$ cat src/mem_stage_pkg.sv
`default_nettype none

package mem_stage_pkg;

  localparam int XLEN    = 64;
  localparam int REGNO_W = 5;

  typedef enum logic [3:0] {
    op_none, // Any non-memory instruction
    op_lb,
    op_lbu,
    op_lh,
    op_lhu,
    op_lw,
    op_lwu,
    op_ld,
    op_sb,
    op_sh,
    op_sw,
    op_sd
  } mem_op_e;

  typedef enum logic [1:0] {
    st_idle,
    st_xlate,
    st_access,
    st_done
  } ctrl_state_e;

  typedef struct packed {
    mem_op_e            op;
    logic [XLEN-1:0]    alu_result; // Virtual address for loads and stores
    logic [XLEN-1:0]    rs2_value;
    logic [REGNO_W-1:0] rd_regno;
    logic               update_rd;
    logic               branch_taken;
    logic [XLEN-1:0]    pc_target;
  } stage_in_t;

  typedef struct packed {
    mem_op_e            op;
    logic [XLEN-1:0]    alu_result;
    logic [XLEN-1:0]    rs2_value;
    logic [REGNO_W-1:0] rd_regno;
    logic               update_rd;
    logic               branch_taken;
    logic [XLEN-1:0]    pc_target;
    logic [XLEN-1:0]    mdata;      // Extended load value
    logic [XLEN-1:0]    phy_addr;   // Translated address of a store
  } stage_out_t;

  typedef struct packed {
    logic [XLEN-1:0] paddr; // Doubleword aligned
    logic            write;
    logic [XLEN-1:0] wdata;
    logic [7:0]      wmask;
  } mem_req_t;

  function automatic logic is_load(mem_op_e op);
    return op inside {op_lb, op_lbu, op_lh, op_lhu, op_lw, op_lwu, op_ld};
  endfunction

  function automatic logic is_store(mem_op_e op);
    return op inside {op_sb, op_sh, op_sw, op_sd};
  endfunction

  // log2 of the access size in bytes
  function automatic logic [1:0] access_size(mem_op_e op);
    case (op)
      op_lh, op_lhu, op_sh: return 2'd1;
      op_lw, op_lwu, op_sw: return 2'd2;
      op_ld, op_sd:         return 2'd3;
      default:              return 2'd0;
    endcase
  endfunction

endpackage

`default_nettype wire

$ cat src/load_align.sv
`default_nettype none

module load_align import mem_stage_pkg::*; (
  input  wire mem_op_e     op,
  input  wire [2:0]        offset,
  input  wire [XLEN-1:0]   rdata,
  output logic [XLEN-1:0]  mdata
);

  logic [1:0]      size;
  logic [2:0]      lane;
  logic [XLEN-1:0] shifted;

  assign size = access_size(op);

  // Low address bits below the access size are ignored
  always_comb begin
    case (size)
      2'd0:    lane = offset;
      2'd1:    lane = {offset[2:1], 1'b0};
      2'd2:    lane = {offset[2], 2'b00};
      default: lane = 3'b000;
    endcase
  end

  assign shifted = rdata >> {lane, 3'b000};

  always_comb begin
    case (op)
      op_lb:   mdata = {{(XLEN-8){shifted[7]}}, shifted[7:0]};
      op_lbu:  mdata = {{(XLEN-8){1'b0}}, shifted[7:0]};
      op_lh:   mdata = {{(XLEN-16){shifted[15]}}, shifted[15:0]};
      op_lhu:  mdata = {{(XLEN-16){1'b0}}, shifted[15:0]};
      op_lw:   mdata = {{(XLEN-32){shifted[31]}}, shifted[31:0]};
      op_lwu:  mdata = {{(XLEN-32){1'b0}}, shifted[31:0]};
      op_ld:   mdata = shifted;
      default: mdata = '0;    // Not a load
    endcase
  end

endmodule

`default_nettype wire

$ cat src/mem_access_ctrl.sv
`default_nettype none

module mem_access_ctrl import mem_stage_pkg::*; (
  input  wire              clk,
  input  wire              reset,
  input  wire              in_enable,
  input  wire              syscall_flush,
  input  wire mem_op_e     op,
  input  wire [XLEN-1:0]   vaddr,
  input  wire [XLEN-1:0]   store_data,
  input  wire [7:0]        store_mask,
  input  wire              xlate_ack,
  input  wire [XLEN-1:0]   xlate_paddr,
  input  wire              cache_ack,
  input  wire [XLEN-1:0]   cache_rdata,
  output logic             xlate_req,
  output logic [XLEN-1:0]  xlate_vaddr,
  output logic             cache_req,
  output mem_req_t         cache_cmd,
  output logic [XLEN-1:0]  held_rdata,
  output logic [XLEN-1:0]  held_paddr,
  output logic             ready
);

  ctrl_state_e state;
  ctrl_state_e state_next;
  logic        mem_op;
  logic        store_op;

  assign store_op = is_store(op);
  assign mem_op   = is_load(op) || store_op;

  always_comb begin
    state_next = state;
    case (state)
      st_idle: begin
        if (in_enable && mem_op) state_next = st_xlate;
      end
      st_xlate: begin
        if (xlate_ack) state_next = st_access;
      end
      st_access: begin
        if (cache_ack) state_next = st_done;
      end
      st_done: begin
        state_next = st_idle; // Result handed over this cycle
      end
      default: begin
        state_next = st_idle;
      end
    endcase
    if (syscall_flush) begin
      state_next = st_idle;   // Abandon any outstanding access
    end
  end

  always_ff @(posedge clk) begin
    if (reset) begin
      state <= st_idle;
    end else begin
      state <= state_next;
    end
  end

  always_ff @(posedge clk) begin
    if (state == st_xlate && xlate_ack) begin
      held_paddr <= xlate_paddr;
    end
    if (state == st_access && cache_ack) begin
      held_rdata <= cache_rdata;
    end
  end

  assign xlate_req   = (state == st_xlate) && !syscall_flush;
  assign cache_req   = (state == st_access) && !syscall_flush;
  assign xlate_vaddr = {vaddr[XLEN-1:3], 3'b000};

  // Inputs are held by upstream, so the command stays steady
  always_comb begin
    cache_cmd.paddr = {held_paddr[XLEN-1:3], 3'b000};
    cache_cmd.write = store_op;
    cache_cmd.wdata = store_op ? store_data : '0;
    cache_cmd.wmask = store_op ? store_mask : 8'h00;
  end

  always_comb begin
    if (syscall_flush) begin
      ready = 1'b1;
    end else begin
      case (state)
        st_idle: ready = !mem_op; // Non-memory ops pass at once
        st_done: ready = 1'b1;
        default: ready = 1'b0;
      endcase
    end
  end

endmodule

`default_nettype wire

$ cat src/mem_stage.sv
`default_nettype none

module mem_stage import mem_stage_pkg::*; (
  input  wire              clk,
  input  wire              reset,
  input  wire              in_enable,
  input  wire              syscall_flush,
  input  wire stage_in_t   instr_in,
  output logic             out_ready,
  output logic             xlate_req,
  output logic [XLEN-1:0]  xlate_vaddr,
  input  wire              xlate_ack,
  input  wire [XLEN-1:0]   xlate_paddr,
  output logic             cache_req,
  output mem_req_t         cache_cmd,
  input  wire              cache_ack,
  input  wire [XLEN-1:0]   cache_rdata,
  output stage_out_t       result
);

  logic [XLEN-1:0] held_rdata;
  logic [XLEN-1:0] held_paddr;
  logic [XLEN-1:0] mdata;
  logic [XLEN-1:0] wdata;
  logic [7:0]      wmask;
  logic            stage_load;

  // Accept only when the stage is ready and nothing is flushed
  assign stage_load = in_enable && out_ready && !syscall_flush;

  store_format u_store_format (
    .op     (instr_in.op),
    .offset (instr_in.alu_result[2:0]),
    .value  (instr_in.rs2_value),
    .wdata  (wdata),
    .wmask  (wmask)
  );

  mem_access_ctrl u_ctrl (
    .clk           (clk),
    .reset         (reset),
    .in_enable     (in_enable),
    .syscall_flush (syscall_flush),
    .op            (instr_in.op),
    .vaddr         (instr_in.alu_result),
    .store_data    (wdata),
    .store_mask    (wmask),
    .xlate_ack     (xlate_ack),
    .xlate_paddr   (xlate_paddr),
    .cache_ack     (cache_ack),
    .cache_rdata   (cache_rdata),
    .xlate_req     (xlate_req),
    .xlate_vaddr   (xlate_vaddr),
    .cache_req     (cache_req),
    .cache_cmd     (cache_cmd),
    .held_rdata    (held_rdata),
    .held_paddr    (held_paddr),
    .ready         (out_ready)
  );

  load_align u_load_align (
    .op     (instr_in.op),
    .offset (instr_in.alu_result[2:0]),
    .rdata  (held_rdata),
    .mdata  (mdata)
  );

  stage_reg u_stage_reg (
    .clk      (clk),
    .reset    (reset),
    .load     (stage_load),
    .instr    (instr_in),
    .mdata    (mdata),
    .phy_addr (held_paddr),
    .result   (result)
  );

endmodule

`default_nettype wire

$ cat src/stage_reg.sv
`default_nettype none

module stage_reg import mem_stage_pkg::*; (
  input  wire              clk,
  input  wire              reset,
  input  wire              load,
  input  wire stage_in_t   instr,
  input  wire [XLEN-1:0]   mdata,
  input  wire [XLEN-1:0]   phy_addr,
  output stage_out_t       result
);

  stage_out_t next;

  always_comb begin
    next = '0;                 // Bubble unless loading
    if (load) begin
      next.op           = instr.op;
      next.alu_result   = instr.alu_result;
      next.rs2_value    = instr.rs2_value;
      next.rd_regno     = instr.rd_regno;
      next.update_rd    = instr.update_rd;
      next.branch_taken = instr.branch_taken;
      next.pc_target    = instr.pc_target;
      if (is_load(instr.op)) begin
        next.mdata = mdata;
      end
      if (is_store(instr.op)) begin
        next.phy_addr = phy_addr;
      end
    end
  end

  always_ff @(posedge clk) begin
    if (reset) begin
      result <= '0;
    end else begin
      result <= next;
    end
  end

endmodule

`default_nettype wire

$ cat src/store_format.sv
`default_nettype none

module store_format import mem_stage_pkg::*; (
  input  wire mem_op_e     op,
  input  wire [2:0]        offset,
  input  wire [XLEN-1:0]   value,
  output logic [XLEN-1:0]  wdata,
  output logic [7:0]       wmask
);

  logic [1:0] size;

  assign size = access_size(op);

  always_comb begin
    if (!is_store(op)) begin
      wdata = '0;
      wmask = 8'h00;
    end else begin
      case (size)
        2'd0: begin
          wdata = {8{value[7:0]}};
          wmask = 8'b0000_0001 << offset;
        end
        2'd1: begin
          wdata = {4{value[15:0]}};
          wmask = 8'b0000_0011 << {offset[2:1], 1'b0};
        end
        2'd2: begin
          wdata = {2{value[31:0]}};
          wmask = 8'b0000_1111 << {offset[2], 2'b00};
        end
        default: begin
          wdata = value;
          wmask = 8'hff;       // Whole doubleword
        end
      endcase
    end
  end

endmodule

`default_nettype wire

$ cat config.mk
export PLATFORM = sky130hd
export DESIGN_NAME = mem_stage
export DESIGN_NICKNAME = d
export VERILOG_FILES = /design/src/mem_stage_pkg.sv /design/src/load_align.sv /design/src/mem_access_ctrl.sv /design/src/mem_stage.sv /design/src/stage_reg.sv /design/src/store_format.sv
export SDC_FILE = /design/constraint.sdc
export NUM_CORES = 1
export LEC_CHECK = 0
export BUFFER_PORTS_ARGS = -buffer_cell sky130_fd_sc_hd__buf_4
export CAP_MARGIN = 15
export CORE_AREA = 5 5 336 338
export CTS_BUF_LIST = sky130_fd_sc_hd__clkbuf_16
export DETAILED_ROUTE_END_ITERATION = 7
export DIE_AREA = 0 0 341 343
export HOLD_SLACK_MARGIN = 0.02
export MAX_ROUTING_LAYER = met4
export PLACE_DENSITY = 0.33
export SLEW_MARGIN = 20
export SYNTH_ARGS = -nofsm -noshare
export SYNTH_HDL_FRONTEND = slang
export SYNTH_SLANG_ARGS = --single-unit
$ cat constraint.sdc
create_clock -name clk -period 3.8 [get_ports clk]
set_input_delay 0.57 -clock clk [delete_from_list [all_inputs] [get_ports clk]]
set_output_delay 0.57 -clock clk [all_outputs]
set_load 0.005 [all_outputs]
Word-level counts from Yosys, hierarchy flattened
Memory sizes are Yosys's and may differ from the RTL's.
Cells that the tools add are included.
{ "word_totals": {"ff_bits": 461, "romBits": 64, "out_inout_bits": 535, "word_cells": 74, "n_memories": 2} }
{ "classes": {"eq_ne": 21, "shifts": 4, "n_mux": 12, "n_bitwise": 3, "n_reduce_logical": 20} }
{ "memory_table": {"columns": ["name", "depth", "width", "rd", "rd_ports_with_merged_regs", "write_ports", "line", "source"], "rows": [
  ["(no name shown)", 16, 2, 1, 0, 0, "mem_stage_pkg.sv:69", "case (op)"],
  ["(no name shown)", 16, 2, 1, 0, 0, "mem_stage_pkg.sv:69", null]
]} }
{ "op_table": {"columns": ["operator", "n"], "rows": [
  ["64-bit case mux with 7 select lines", 1],
  ["64-bit case mux with 3 select lines", 1],
  ["64-bit 2-to-1 mux", 1],
  ["64-bit by 6-bit right shift with 64-bit output", 1],
  ["8-bit case mux with 3 select lines", 1],
  ["4-bit by 3-bit equality test with 1-bit output, second input constant", 4],
  ["4-bit equality test, second input constant", 4],
  ["3-bit case mux with 3 select lines", 1],
  ["2-bit equality test, second input constant", 4],
  ["4-bit by 2-bit equality test with 1-bit output, second input constant", 2],
  ["8-bit 2-to-1 mux", 1],
  ["2-bit case mux with 4 select lines", 1],
  ["1-bit by 3-bit left shift with 8-bit output, first input constant", 1],
  ["2-bit by 3-bit left shift with 8-bit output, first input constant", 1],
  ["4-bit by 3-bit left shift with 8-bit output, first input constant", 1],
  ["1-bit logical AND", 7],
  ["7-bit nonzero test", 1],
  ["2-bit by 1-bit equality test with 1-bit output, second input constant", 3],
  ["2-bit zero test", 3],
  ["2-bit 2-to-1 mux", 3],
  ["3-bit OR reduction", 2],
  ["4-bit by 1-bit equality test with 1-bit output, second input constant", 1],
  ["2-bit inequality test, second input constant", 2],
  ["4-bit nonzero test", 1],
  ["other kinds (8)", 12]
]} }

Logic depth before layout (Yosys ltp)
{ "depth": {"ltp_word": 10, "mapped_depth": 12, "mapped_depth_nobuf": 8} }

By module
Synthesis repeated with hierarchy kept, for this count alone.
{ "hier_totals": {"hier_cells": 1788, "hier_area_um2": 19289.8} }
{ "modules_own_cells": {"columns": ["mod", "instances", "cells_each", "area_each_um2"], "rows": [
  ["stage_reg", 1, 714, 9322.7],
  ["mem_access_ctrl", 1, 369, 5550.3],
  ["load_align", 1, 432, 2781.4],
  ["store_format", 1, 272, 1626.6],
  ["mem_stage", 1, 1, 8.8]
]} }

Least setup slack after synthesis
No wires, ideal clock.
{ "synth_timing": {"kind": "input to output", "startpoint": "in instr_in[200] (netlist name)", "endpoint": "out cache_cmd[48] (netlist name)", "arrival_ps": 2560, "setup_slack_ps": 670, "stages": 10, "n_path_buf": 2, "path_cell_list": "clkbuf_1 > inv_1 > ha_1 > or3b_2 > o21a_1 > clkbuf_1 > nand2_1 > nand2_1 > a222oi_1 > nor2_1"} }
{ "synth_lines": {"columns": ["item", "line", "source"], "rows": [
  ["start, declared", "mem_stage.sv:8", "input wire stage_in_t instr_in,"],
  ["end, declared", "mem_stage.sv:15", "output mem_req_t cache_cmd,"]
]} }

==> reports/results.ini <==
[status]
status = complete, no violations

[critical_path]
cp_common_cell = buf_4
critPathMaxFanout = 11
reg2reg_depth = 9
end_kind = primary output
startpoint_type = primary input
crit_type = in2out
arrival_ns = 2.93
crit_chain = buf_4 > inv_1 > ha_1 > or3b_2 > nand2_1 > buf_4 > nand2_1 > a21oi_1 > o21a_1 > buf_4
required_ns = 3.23
critPathMaxStageDelay_ns = 0.54
cpMaxStageDelayCell = or3b_2

[floorplanning]
initial_core_util_pct = 15.70
die_w_um = 341
chipHeight_um = 343
num_rows = 122
pin_count = 872
core_region_area_mm2 = 0.1098
fp.dieArea_mm2 = 0.1170

[pwr]
ir_drop_uv = 343.6
combPwrFrac_pct = 10.3
swShare_pct = 25.13
power.leakage_nw = 12.23
clkPwrFrac_pct = 47.0
switchingPower_mw = 3.019
pwr-share-seq_pct = 42.8
power_density_mw_per_mm2 = 441.8
internal_power_mw = 8.995

[cts]
cts-root-buf = clkbuf_16
cts_buffers = 60
numClockSinks = 461
htreeDepth = 2
insertion_delay_ns = 0.66
cts_buffer_depth = 3
cts_tree = done
cts_setup_buffers = 0
clkTransAtPathRegs_ns = 0.06

[global_routing]
antenna_found_initial = 12
grt_max_degree = 65
overflow = 0
grt_use_total_pct = 15.54
grt_pass1_vias = 14857
grt_pass1_wl_mm = 125.1

[synth]
ys_seq_area_share_pct = 61.00
synth.most_common_cell = dfxtp_1
syn_inst = 1450
syn_area_per_cell_um2 = 11.88
synthDistinctLibCells = 67
synth_area_leader_cell = dfxtp_1
synth_area_leaders = dfxtp_1 39%, edfxtp_1 22%, and2_1 7.6%, buf_4 5.9%, mux4_2 4.7%
synth.top_cell.area_share_pct = 38.69
mappedNetlistArea_mm2 = 0.01723
synth_flop_cell = dfxtp_1
yosysWarnings = 0
synth_edf_count = 128
synth.top_cells.by_count = 333 x dfxtp_1, 208 x and2_1, 135 x buf_4
synthArstFlopShare_pct = 0
synth_seq_cells = 461

[timing]
period_share_pct = 92.14
hold_violations = 0
fmax_mhz = 285.6
setup_viol = 0
slew_violations = 0
tightest_slew_ns = 1.028
fin_crit_ns = 3.501
finalHoldWorstSlack_ns = 0.1010
skew_ns = 0.03472
grt_setup_unrepaired = no
max_slew_margin_pct = 30.77
fin_setup_tns_ns = 0

[job]
drv_cap = 0

[worst_hold_path]
min_path_cells = 1
min_path_type = in2reg

[placement]
hpwlAfterDp_mm = 75.57
portBuffers = 865
place.gp.congestion = 0.8435

[cells_and_area]
areaGrowthSynthToFinish_pct = 57.84
fin_nets = 2603
nFillCells = 11754
drive_above_1_share_pct = 46.90

[route]
first_iter_violations = 739
ant_nets = 0
vias = 14261
wirelength_mm = 93.54
drc = 0
routed_via_density = 3.812
post_drt_wl_per_cell_um = 25.00
first_pass_iters = 6

[routing by layer]
metal | routed length [um] | up-vias | global-route usage [%]
met1 | 36550 | 7033 | 17.73
met3 | 6142 | 88 | 3.466
met5 | 0 | - | -
met4 | 1831 | 0 | 3.719
met2 | 49010 | 566 | 27.78
li1 | - | 6574 | -
[worst max-delay path: cells and delay by family]
kind / cells / cell delay, ns
simple gates: 3 / 0.84
fa+ha+maj: 1 / 0.29
buf+inv: 4 / 0.59
compound gates: 2 / 0.63
[cell families (layout without fill, tap and decap cells)]
kind of cell	Yosys count	count (layout)	synth area share (%)
buffers and inverters	236	1090	8.439
flip-flops	461	461	61.00
other	1	12	0.02177
multiplexers	69	69	6.630
adder cells (fa/ha/maj)	8	8	0.5810
AND/OR/NAND/NOR	511	511	16.75
AO/OA/AOI/OAI	164	164	6.580
[stage by stage]
step                instances  power [mW]  setup slack (ns)  instance area [um2]  utilization (%)
floorplan                1455       5.706            0.6702                17250                -
global placement         3592       6.473            0.2177                24930            22.71
detailed placement       3592       6.469            0.1858                24930            22.72
CTS                      3735       12.31            0.1943                27170            24.76
global route             3740       12.55            0.1946                27190            24.78
finish                   3741       12.01            0.2987                27190            24.78
[timing repair]
item / in CTS / in global routing
hold buffers: 30 / 0
resized for setup: 0 / 1
endpoints found under the hold margin: 30 / 0
endpoints found under the setup margin: 0 / 2
[final cells by class]
cell class | count | area (um2) | area share [%]
antenna | 6 | 15.01 | 0.05521
sequential | 461 | 10510 | 38.65
tap | 1426 | 1784 | 6.561
multi-input combinational | 758 | 5338 | 19.63
inverter | 14 | 52.55 | 0.1932
clock inverter | 52 | 414.1 | 1.523
clock buffer | 61 | 1526 | 5.613
timing repair buffer | 963 | 7555 | 27.78
[final timing paths]
path	start	end	slack, ns
worst max-delay path	instr_in[199]	cache_cmd[71]	0.30
worst min register to register	u_ctrl.held_paddr[0]	u_stage_reg.result[0]	0.47
worst max register to register	u_ctrl.state[0]	u_stage_reg.result[88]	0.62
worst min-delay path	cache_rdata[16]	u_ctrl.held_rdata[16]	0.10
[sequential cells by signal (all words and copies together), names as in the netlist]
| signal | flops |
|---|---|
| u_ctrl.held_paddr | 64 |
| u_ctrl.held_rdata | 64 |
| u_ctrl.state | 2 |
| u_stage_reg.result | 331 |
[layout by cell type (no fill, tap or decap), types with 10 or more instances in the layout]
master,synthesis,final
mux2i_1,32,32
clkbuf_16,0,61
mux4_2,36,36
buf_4,135,913
inv_1,13,23
clkinv_2,0,12
and3_1,65,65
nor2_1,40,37
and2_1,208,206
buf_12,0,20
dlygate4sd3_1,0,30
edfxtp_1,128,128
a21oi_1,35,35
nand4_1,38,38
o211ai_1,18,18
o21a_1,18,18
nor3_1,14,13
a31oi_1,10,10
dfxtp_1,333,333
clkinv_1,1,15
o21ai_0,30,29
nand2_1,101,101
[power by group through the flow]
| stage | logic, mW | clock network (mW) | registers (mW) |
|---|---|---|---|
| floorplan | 0.462 | 0 | 5.24 |
| detailed placement | 1.23 | 0 | 5.24 |
| CTS | 1.26 | 5.91 | 5.14 |
| finish | 1.23 | 5.64 | 5.14 |
| global route | 1.32 | 6.09 | 5.14 |
| global placement | 1.23 | 0 | 5.24 |
(Power assumes the default switching activity.)
